**src/rtl/zports_pkg.sv**
```systemverilog
////////////////////
// port map of the kept Spectrum ports, low address byte only
// 7FFD layout is read two ways, std 128K and Pentagon 1M
////////////////////
package zports_pkg;

	////////////////////
	// low address byte of each port
	////////////////////
	localparam logic [7:0] PORT_FE    = 8'hFE; // border, keys, tape
	localparam logic [7:0] PORT_F6    = 8'hF6; // alias of FE
	localparam logic [7:0] PORT_FD    = 8'hFD; // 7FFD paging, FFFD/BFFD AY
	localparam logic [7:0] PORT_F7    = 8'hF7; // EFF7 paging
	localparam logic [7:0] PORT_KJOY  = 8'h1F; // kempston joystick
	localparam logic [7:0] PORT_CFG   = 8'hBF; // shadow, romrw, nmi
	localparam logic [7:0] PORT_CFGRD = 8'hBE; // nmi clear, readback

	////////////////////
	// BE readback selector on a[11:8]
	////////////////////
	localparam logic [3:0] SEL_7FFD = 4'hA; // raw 7FFD
	localparam logic [3:0] SEL_EFF7 = 4'hB; // raw EFF7

	// one 7FFD byte, two decodings
	typedef union packed
	{
		struct packed
		{
			logic [1:0] spare;  // unused in 128K mode
			logic       lock48; // freezes 7FFD when 1M blocked
			logic       rom;    // rom select
			logic       screen; // shadow screen
			logic [2:0] page;   // ram page at C000
		} std128;
		struct packed
		{
			logic [2:0] page_hi; // extra page bits of 1M mode
			logic       rom;
			logic       screen;
			logic [2:0] page_lo;
		} pent1m;
	} p7ffd_t;

endpackage

```
**src/rtl/io_strobe.sv**
```systemverilog
////////////////////
// one zclk pulse per Z80 io access, long cycles give one strobe
////////////////////
`timescale 1ns/1ps

module io_strobe
(
	input  logic zclk,
	input  logic rst_n,
	input  logic iorq_n,
	input  logic rd_n,
	input  logic wr_n,
	output logic port_wr,
	output logic port_rd
);

	logic iowr_lvl; // io write level on the bus
	logic iord_lvl;
	logic iowr_seen; // level as seen at last edge
	logic iord_seen;

	assign iowr_lvl = ~(iorq_n | wr_n);
	assign iord_lvl = ~(iorq_n | rd_n);

	always_ff @(posedge zclk or negedge rst_n)
	begin
		if (!rst_n)
		begin
			iowr_seen <= 1'b0;
			iord_seen <= 1'b0;
			port_wr   <= 1'b0;
			port_rd   <= 1'b0;
		end
		else
		begin
			iowr_seen <= iowr_lvl;
			iord_seen <= iord_lvl;
			port_wr   <= iowr_lvl & ~iowr_seen; // first low sample only
			port_rd   <= iord_lvl & ~iord_seen;
		end
	end

	// Z80 never reads and writes in one io cycle
	a_no_rd_wr: assert property (@(posedge zclk) disable iff (!rst_n) !(port_wr && port_rd));

endmodule

```
**src/rtl/port_decode.sv**
```systemverilog
////////////////////
// combinational decode of the low address byte
// 1F and F7 vanish while shadow is on
////////////////////
`timescale 1ns/1ps

module port_decode
(
	input  logic [15:0] a,
	input  logic        shadow,
	input  logic        port_wr,
	input  logic        port_rd,
	input  logic        iorq_n,
	input  logic        rd_n,
	input  logic        wr_n,
	output logic        porthit,
	output logic        external_port,
	output logic        fe_we,
	output logic        fd_we,
	output logic        eff7_we,
	output logic        cfg_we,
	output logic        clr_nmi,
	output logic        ay_bc1,
	output logic        ay_bdir
);

	logic [7:0] loa;
	logic       wr_ok;   // clean write strobe
	logic       hit_fe;
	logic       hit_fd;
	logic       pre_bc1;
	logic       pre_bdir;

	assign loa    = a[7:0];
	assign hit_fe = (loa == zports_pkg::PORT_FE) || (loa == zports_pkg::PORT_F6);
	assign hit_fd = (loa == zports_pkg::PORT_FD);

	// a write strobe counts only with no read strobe riding along
	assign wr_ok = port_wr & ~port_rd;

	////////////////////
	// hits
	////////////////////
	always_comb
	begin
		porthit = hit_fe || hit_fd ||
		          (loa == zports_pkg::PORT_CFG) || (loa == zports_pkg::PORT_CFGRD) ||
		          ((loa == zports_pkg::PORT_KJOY) && !shadow) || // joystick off in shadow
		          ((loa == zports_pkg::PORT_F7) && !shadow);
	end

	assign external_port = hit_fd & a[15]; // FFFD/BFFD live on the AY

	////////////////////
	// write enables, one cycle each
	////////////////////
	assign fe_we   = hit_fe & wr_ok;
	assign fd_we   = hit_fd & ~a[15] & wr_ok; // 7FFD only
	assign eff7_we = (loa == zports_pkg::PORT_F7) & a[8] & ~a[12] & ~shadow & wr_ok;
	assign cfg_we  = (loa == zports_pkg::PORT_CFG) & wr_ok;
	assign clr_nmi = (loa == zports_pkg::PORT_CFGRD) & wr_ok; // BE write ends nmi

	////////////////////
	// AY bus control
	////////////////////
	always_comb
	begin
		pre_bc1  = 1'b0;
		pre_bdir = 1'b0;
		if (hit_fd && a[15:14] == 2'b11) // FFFD register select/read
		begin
			pre_bc1  = 1'b1;
			pre_bdir = 1'b1;
		end
		else if (hit_fd && a[15:14] == 2'b10) // BFFD data write
			pre_bdir = 1'b1;
	end

	assign ay_bc1  = pre_bc1 & ~iorq_n & (~rd_n | ~wr_n);
	assign ay_bdir = pre_bdir & ~iorq_n & ~wr_n;

endmodule

```
**src/rtl/paging_regs.sv**
```systemverilog
////////////////////
// 7FFD and EFF7, EFF7 bit 2 blocks 1M mode and arms the 128K lock
////////////////////
`timescale 1ns/1ps

module paging_regs
(
	input  logic                zclk,
	input  logic                rst_n,
	input  logic [7:0]          din,
	input  logic                fd_we,
	input  logic                eff7_we,
	output zports_pkg::p7ffd_t  p7ffd_raw,
	output logic [7:0]          peff7_raw,
	output logic [7:0]          p7ffd,
	output logic [7:0]          peff7,
	output logic [5:0]          pent1m_page,
	output logic                pent1m_rom,
	output logic                pent1m_1m_on,
	output logic                pent1m_ram0_0
);

	zports_pkg::p7ffd_t p7ffd_int;
	logic [7:0]         peff7_int;
	logic               block1m; // 1M off, 128K compatible
	logic               locked;

	assign block1m = peff7_int[2];
	assign locked  = p7ffd_int.std128.lock48 & block1m; // 48K lock only without 1M

	////////////////////
	// registers
	////////////////////
	always_ff @(posedge zclk or negedge rst_n)
	begin
		if (!rst_n)
			p7ffd_int <= '0;
		else if (fd_we && !locked)
			p7ffd_int <= din;
	end

	always_ff @(posedge zclk or negedge rst_n)
	begin
		if (!rst_n)
			peff7_int <= 8'h00;
		else if (eff7_we)
			peff7_int <= din; // 0 p16c, 2 block1m, 3 ram0, 4 turbo off
	end

	////////////////////
	// outputs
	////////////////////
	assign p7ffd_raw = p7ffd_int;
	assign peff7_raw = peff7_int;

	// top page bits hidden in 128K mode
	assign p7ffd = {block1m ? 3'b000 : p7ffd_int.pent1m.page_hi,
	                p7ffd_int.pent1m.rom, p7ffd_int.pent1m.screen, p7ffd_int.pent1m.page_lo};

	assign peff7 = block1m ? {peff7_int[7], 1'b0, peff7_int[5:4], 3'b000, peff7_int[0]}
	                       : peff7_int;

	assign pent1m_page   = {p7ffd_int.pent1m.page_hi, p7ffd_int.pent1m.page_lo};
	assign pent1m_rom    = p7ffd_int.pent1m.rom;
	assign pent1m_1m_on  = ~peff7_int[2];
	assign pent1m_ram0_0 = peff7_int[3];

	// lock holds across any 7FFD write
	a_lock_hold: assert property (@(posedge zclk) disable iff (!rst_n) locked |=> $stable(p7ffd_int));

endmodule

```
**src/rtl/config_ports.sv**
```systemverilog
////////////////////
// border from FE, BF config bits, BE write clears nmi
////////////////////
`timescale 1ns/1ps

module config_ports
(
	input  logic        zclk,
	input  logic        rst_n,
	input  logic [15:0] a,
	input  logic [7:0]  din,
	input  logic        fe_we,
	input  logic        cfg_we,
	input  logic        clr_nmi,
	output logic [3:0]  border,
	output logic        shadow_en,
	output logic        romrw_en,
	output logic        set_nmi
);

	always_ff @(posedge zclk or negedge rst_n)
	begin
		if (!rst_n)
			border <= 4'h0;
		else if (fe_we)
			border <= {~a[3], din[2:0]}; // bright from inverted a3
	end

	////////////////////
	// port BF
	////////////////////
	always_ff @(posedge zclk or negedge rst_n)
	begin
		if (!rst_n)
		begin
			shadow_en <= 1'b0;
			romrw_en  <= 1'b0;
			set_nmi   <= 1'b0;
		end
		else if (cfg_we) // config write beats the clear
		begin
			shadow_en <= din[0];
			romrw_en  <= din[1];
			set_nmi   <= din[3];
		end
		else if (clr_nmi)
			set_nmi <= 1'b0;
	end

	a_nmi_clr: assert property (@(posedge zclk) disable iff (!rst_n)
		(clr_nmi && !cfg_we) |=> !set_nmi);

endmodule

```
**src/rtl/read_mux.sv**
```systemverilog
////////////////////
// byte back to the Z80, FF for anything not ours
////////////////////
`timescale 1ns/1ps

module read_mux
(
	input  logic [15:0]        a,
	input  logic               shadow,
	input  logic               porthit,
	input  logic               external_port,
	input  logic               iorq_n,
	input  logic               rd_n,
	input  logic               tape_read,
	input  logic [4:0]         keys_in,
	input  logic [4:0]         kj_in,
	input  zports_pkg::p7ffd_t p7ffd_raw,
	input  logic [7:0]         peff7_raw,
	input  logic               shadow_en,
	input  logic               romrw_en,
	input  logic               set_nmi,
	output logic [7:0]         dout,
	output logic               dataout
);

	logic [7:0] portbe_mux;

	// BE readback, raw values without the 1M masking
	always_comb
	begin
		if (a[11:8] == zports_pkg::SEL_7FFD)
			portbe_mux = p7ffd_raw;
		else if (a[11:8] == zports_pkg::SEL_EFF7)
			portbe_mux = peff7_raw;
		else
			portbe_mux = 8'hFF;
	end

	always_comb
	begin
		case (a[7:0])
			zports_pkg::PORT_FE, zports_pkg::PORT_F6:
				dout = {1'b1, tape_read, 1'b0, keys_in};
			zports_pkg::PORT_KJOY:
				dout = shadow ? 8'hFF : {3'b000, kj_in}; // no joystick in shadow
			zports_pkg::PORT_CFG:
				dout = {4'b0000, set_nmi, 1'b0, romrw_en, shadow_en};
			zports_pkg::PORT_CFGRD:
				dout = portbe_mux;
			default:
				dout = 8'hFF;
		endcase
	end

	assign dataout = porthit & ~iorq_n & ~rd_n & ~external_port; // AY drives its own reads

endmodule

```
**src/rtl/zports.sv**
```systemverilog
////////////////////
// Spectrum io ports on zclk, plain strobes and no wait
////////////////////
`timescale 1ns/1ps

module zports
(
	input  logic        zclk,
	input  logic        rst_n,
	input  logic [15:0] a,
	input  logic [7:0]  din,
	input  logic        iorq_n,
	input  logic        rd_n,
	input  logic        wr_n,
	input  logic        dos,
	input  logic        tape_read,
	input  logic [4:0]  keys_in,
	input  logic [4:0]  kj_in,
	output logic [7:0]  dout,
	output logic        dataout,
	output logic        porthit,
	output logic        external_port,
	output logic        ay_bc1,
	output logic        ay_bdir,
	output logic [3:0]  border,
	output logic [7:0]  p7ffd,
	output logic [7:0]  peff7,
	output logic [5:0]  pent1m_page,
	output logic        pent1m_rom,
	output logic        pent1m_1m_on,
	output logic        pent1m_ram0_0,
	output logic        romrw_en,
	output logic        set_nmi,
	output logic        clr_nmi
);

	logic               port_wr;
	logic               port_rd;
	logic               shadow;    // dos rom or forced by BF
	logic               shadow_en;
	logic               fe_we;
	logic               fd_we;
	logic               eff7_we;
	logic               cfg_we;
	zports_pkg::p7ffd_t p7ffd_raw;
	logic [7:0]         peff7_raw;

	assign shadow = dos | shadow_en;

	io_strobe u_io_strobe (.zclk, .rst_n, .iorq_n, .rd_n, .wr_n, .port_wr, .port_rd);

	port_decode u_port_decode (.a, .shadow, .port_wr, .port_rd, .iorq_n, .rd_n, .wr_n,
		.porthit, .external_port, .fe_we, .fd_we, .eff7_we, .cfg_we, .clr_nmi,
		.ay_bc1, .ay_bdir);

	paging_regs u_paging_regs (.zclk, .rst_n, .din, .fd_we, .eff7_we, .p7ffd_raw, .peff7_raw,
		.p7ffd, .peff7, .pent1m_page, .pent1m_rom, .pent1m_1m_on, .pent1m_ram0_0);

	config_ports u_config_ports (.zclk, .rst_n, .a, .din, .fe_we, .cfg_we, .clr_nmi,
		.border, .shadow_en, .romrw_en, .set_nmi);

	read_mux u_read_mux (.a, .shadow, .porthit, .external_port, .iorq_n, .rd_n, .tape_read,
		.keys_in, .kj_in, .p7ffd_raw, .peff7_raw, .shadow_en, .romrw_en, .set_nmi,
		.dout, .dataout);

endmodule

```
**config.mk**
```make
export PLATFORM = sky130hd
export DESIGN_NAME = zports
export DESIGN_NICKNAME = d
export VERILOG_FILES = /design/src/rtl/zports_pkg.sv /design/src/rtl/io_strobe.sv /design/src/rtl/port_decode.sv /design/src/rtl/paging_regs.sv /design/src/rtl/config_ports.sv /design/src/rtl/read_mux.sv /design/src/rtl/zports.sv
export SDC_FILE = /design/constraint.sdc
export NUM_CORES = 1
export LEC_CHECK = 0
export BUFFER_PORTS_ARGS = -buffer_cell sky130_fd_sc_hd__buf_4
export CORE_ASPECT_RATIO = 0.75
export CORE_UTILIZATION = 51
export CTS_BUF_LIST = sky130_fd_sc_hd__clkbuf_8
export DETAILED_ROUTE_END_ITERATION = 10
export GPL_TIMING_DRIVEN = 0
export MAX_ROUTING_LAYER = met4
export PLACE_DENSITY = 0.88
export SLEW_MARGIN = 25
export SYNTH_ARGS = -nofsm -noshare
export SYNTH_HDL_FRONTEND = slang
export SYNTH_SLANG_ARGS = --single-unit
```
**constraint.sdc**
```tcl
create_clock -name zclk -period 3.37 [get_ports zclk]
set_input_delay 0.674 -clock zclk [delete_from_list [all_inputs] [get_ports zclk]]
set_output_delay 0.674 -clock zclk [all_outputs]
set_load 0.05 [all_outputs]
```
; Word level (Yosys, flattened, before mapping)
; Cells that the tools add are included.
[word_totals]
elab_cells = 86
out_inout_bits = 45
reg_bits = 27
[op_classes]
bitwise = 39
eq_ne = 11
n_reduce_logical = 15
muxes = 11
[ops]
columns = op, n
row1 = "8-bit equality test, second input constant", 6
row2 = 8-bit case mux with 4 select lines, 1
row3 = 8-bit two-way mux, 3
row4 = 1-bit bitwise AND, 21
row5 = 1-bit NOT, 14
row6 = "4-bit equality test, second input constant", 2
row7 = "8-bit by 5-bit equality test with 1-bit output, second input constant", 1
row8 = 7-bit two-way mux, 1
row9 = 1-bit logical OR, 6
row10 = 1-bit logical AND, 5
row11 = 1-bit two-way mux, 5
row12 = "2-bit equality test, second input constant", 2
row13 = 1-bit OR, 4
row14 = 3-bit two-way mux, 1
row15 = 1-bit zero test, 2
row16 = 2-bit nonzero test, 1
row17 = 2-bit OR reduction, 1

; Longest topological paths before layout
[logic_depth]
word_depth = 10
mapped_depth = 5
mapped_depth_nobuf = 4

; Hierarchy
; From an unflattened synthesis, not the netlist that was laid out.
[unflattened]
hier_cells = 173
area_unflattened_um2 = 1752.9
[by_module_without_submodules]
columns = module, area_each_um2, seq_area_each_um2, n_inst, cells_per_inst
row1 = paging_regs, 798.3, 400.4, 1, 63
row2 = read_mux, 346.6, 0.0, 1, 57
row3 = config_ports, 252.7, 175.2, 1, 16
row4 = port_decode, 226.5, 0.0, 1, 28
row5 = io_strobe, 122.6, 100.1, 1, 8
row6 = zports, 6.3, 0.0, 1, 1

; Worst setup path before layout
; No wires, ideal clock.
[synth_path]
path_kind = input -> output
start = in a[7]
end = out dout[2]
arrival_time_ns = 3.008
path_stages = 4
slack_ns = -0.312
path_buffers = 1
path_cell_list = buf_4 nor2_1 nand2_1 o311ai_0
[synth_via]
elab_chain_cells = 3
word_cells_on_any_way = 7
cone_classes = eq/ne: 5 / mux: 1 / reduce/logical: 1
[synth_rtl]
columns = item, line
row1 = "start, declared", zports.sv:10  ; input logic [15:0] a,
row2 = 8-bit equality test, read_mux.sv:41  ; case (a[7:0])
row3 = 2-bit OR reduction, read_mux.sv:41
row4 = 8-bit case mux with 4 select lines (*), read_mux.sv:41
row5 = "end, declared", zports.sv:19  ; output logic [7:0] dout,
; Mark *: on every way between the ends. The rest lies on a longest branch, timed or not.

; Worst setup path in the final report
[layout_path]
start = in a[0]
end = out dout[6]
; Same word-level chain as after synthesis.

==> out/qor.txt <==
Layout cells sized above 1: 50.2%
ANT cells: 0
Multi-input logic area: 897 um^2
Num CTS Buffers: 3
Synth Area in Compound Gates: 11.9%
Slew @ Worst Pin: 0.710 ns
GPL Wtd Cong: 0.859
CTS tree: yes
Synth Register Bits: 27
Via density: 5.80
Max FO, Critical Path: 10
Post-synthesis async set-or-reset flop share: 100%
1st-iter DRT viols: 124
Xor/xnor share of the synthesized area: 0%
Main synth FF type: dfrtp_1
RSZ-0062 raised after global routing: false
Via total after detailed routing: 1664
Initial antenna violation count: 0
IO buf count: 80
Routed WL: 4790 um
Adder-cell share of the synthesized area: 0%
Clk Tree Root Cell: clkbuf_8
P per Cell Area: 271 nW/um^2
Worst-skew pair later-pin latency: 0.27 ns
Starting Density: 55.6%
R2R Setup Slk: 1.37 ns
Tot Pwr: 0.000651 W
First-pass GRT wire length: 7470 um
Drc violations: 0
Gr usage total: 29.5%
Status: completed
Worst hold path type: input pin to async pin
Global route overflow: 0
Reg2reg end: u_paging_regs.peff7_raw[0]
Critical path type: input pin to primary output
CTS Sinks: 27
Clk slew on worst S/H paths: 0.10 ns
H-tree Lvls: 1
Crit. End Element: primary output
Max VDD drop: 0.343 mV
Fin crit period: 3.05 ns
Resized cells post-CTS: 0
Mux contribution to synthesized area: 19.2%
Pin count of the biggest net entering global routing: 28
Synth warn: 0
Synth-to-layout area growth: 41.0%
Final ANT Viol Nets: 0
Vias in the first global route: 1556
Pleak: 1.24 nW
Avg Cell Area, Syn: 10.3 um^2
Reg area: 676 um^2
Slew headroom: 52.3%
Register area share after synthesis: 39.7%
Final HPWL DP: 3680 um
Area of the core: 3060 um^2
Fin. Hold Viols: 0
WL per Instance: 16.7 um
Row count: 17
Final Skew: 0.00696 ns
Number of flops mapped to enable cells by yosys: 0
CP Launch Type: input pin
Hold-fix buffers, CTS: 0
Setup TNS Final: 0 ns
Simple-gate portion of the synthesized area: 21.4%
Max frequency: 0.328 GHz
Critical Path RT: 2.70 ns
Worst Reg-to-Reg Cells: 3
Clock buffer depth: 2
Num ports: 86
Die H: 52.0 um
Die footprint: 3570 um^2
Die width: 68.7 um
TritonRoute pass-1 iters: 4
Setup violations, final: 0
MaxCap Viol Count: 0
Post-CTS setup buffer count: 0
Synth unique cells: 44
Synthesized netlist cell count: 165
Syn_nets: 206
R2r startpoint: u_config_ports.shadow_en
Period utilization: 90.4%
Final max-slew violation count: 0
FILL cells: 228
Cell Area, Synth: 1700 um^2
Nets: 291
Arrival time worst endpoint: 2.37 ns
Largest family of logic cells by synthesized area: simple AND/OR/NAND/NOR gates
## per-layer routing
metal	global-route usage [%]	wire length, um
met2	45.8	2160
met4	7.48	106
met1	40.4	2140
met3	4.82	387
met5	-	0
## power breakdown
group          internal (W)  switching, W  leakage [nW]
Sequential         0.000330    0.00000466         0.363
Clock             0.0000839      0.000101        0.0217
Combinational     0.0000560     0.0000749         0.854
## flip-flops by register name (all words and copies together), names as in the netlist
name / count
u_config_ports.set_nmi: 1
u_paging_regs.p7ffd_raw: 8
u_config_ports.romrw_en: 1
u_config_ports.shadow_en: 1
u_io_strobe.port_rd: 1
u_config_ports.border: 4
u_io_strobe.iowr_seen: 1
u_io_strobe.port_wr: 1
u_io_strobe.iord_seen: 1
u_paging_regs.peff7_raw: 8
## Yosys cell counts (all sizes together), types with 2 or more instances
cell / instances / area [um^2]
nor4: 3 / 40.0
a211o: 2 / 17.5
nand2: 11 / 41.3
a22oi: 6 / 45.0
o311ai: 4 / 35.0
nand4: 2 / 12.5
and3: 4 / 26.3
and3b: 2 / 17.5
o211ai: 3 / 22.5
nand3: 7 / 40.0
inv: 3 / 11.3
nor3: 6 / 30.0
nor2b: 7 / 43.8
buf: 14 / 106
clkbuf: 3 / 11.3
a2bb2oi: 2 / 17.5
mux2: 21 / 236
o21ai: 2 / 10.0
dfrtp: 27 / 676
nor2: 10 / 37.5
mux2i: 9 / 90.1
## cells by family after synthesis
logic type	Yosys count
muxes	30
AOI/OAI and AO/OA	26
buffers and inverters	20
DFF	27
other	1
and+or+nand+nor	61
## worst max-delay path by stage
stage,end,from,cells past startpoint,slack [ns]
after global routing,dout[6],a[0],7,0.17
final,dout[6],a[0],7,0.32
after floorplan,dout[2],a[7],4,-0.31
after global placement,dout[6],a[0],7,0.36
after CTS,dout[6],a[0],7,0.35
after detailed placement,dout[6],a[0],7,0.35
## layout make-up
class,count,share of cell area [%]
sequential,27,28.2
clock inverter,1,0.313
buffer,17,4.90
timing repair buffer,80,25.0
tap,38,1.98
multi-input combinational,118,37.4
clock buffer,3,1.72
inverter,3,0.469
## metrics by stage
step / utilization, % / instance area, um^2 / setup WS (ns) / hold slack [ns] / cells
6_report: 78.3 / 2400 / 0.323 / 0.293 / 287
5_1_grt: 78.3 / 2400 / 0.166 / 0.304 / 287
4_1_cts: 78.3 / 2400 / 0.349 / 0.301 / 287
3_5_place_dp: 76.7 / 2350 / 0.349 / 0.391 / 283
3_3_place_gp: 76.7 / 2350 / 0.365 / 0.385 / 283
2_1_floorplan: - / 1700 / -0.312 / 0.378 / 165
## cells in the final DEF, fill, tap and decap left out, types with 3 or more instances in the layout
cell,instances
clkbuf_1,3
and3_1,3
a22oi_1,6
nor2_1,10
nor2b_1,7
mux2_2,21
nor3_1,6
clkbuf_8,3
inv_1,3
dfrtp_1,27
buf_4,92
nand3_1,6
mux2i_1,9
o211ai_1,3
nand2_1,11
o311ai_0,4
## critical path, cell delays in order
cell      delay [ns]
buf_4           0.11
buf_2           0.18
nor2b_1         0.16
o211ai_1        0.09
a21boi_0        0.54
o311ai_0        0.34
buf_4           0.28
Power figures use the tool's default switching activity.
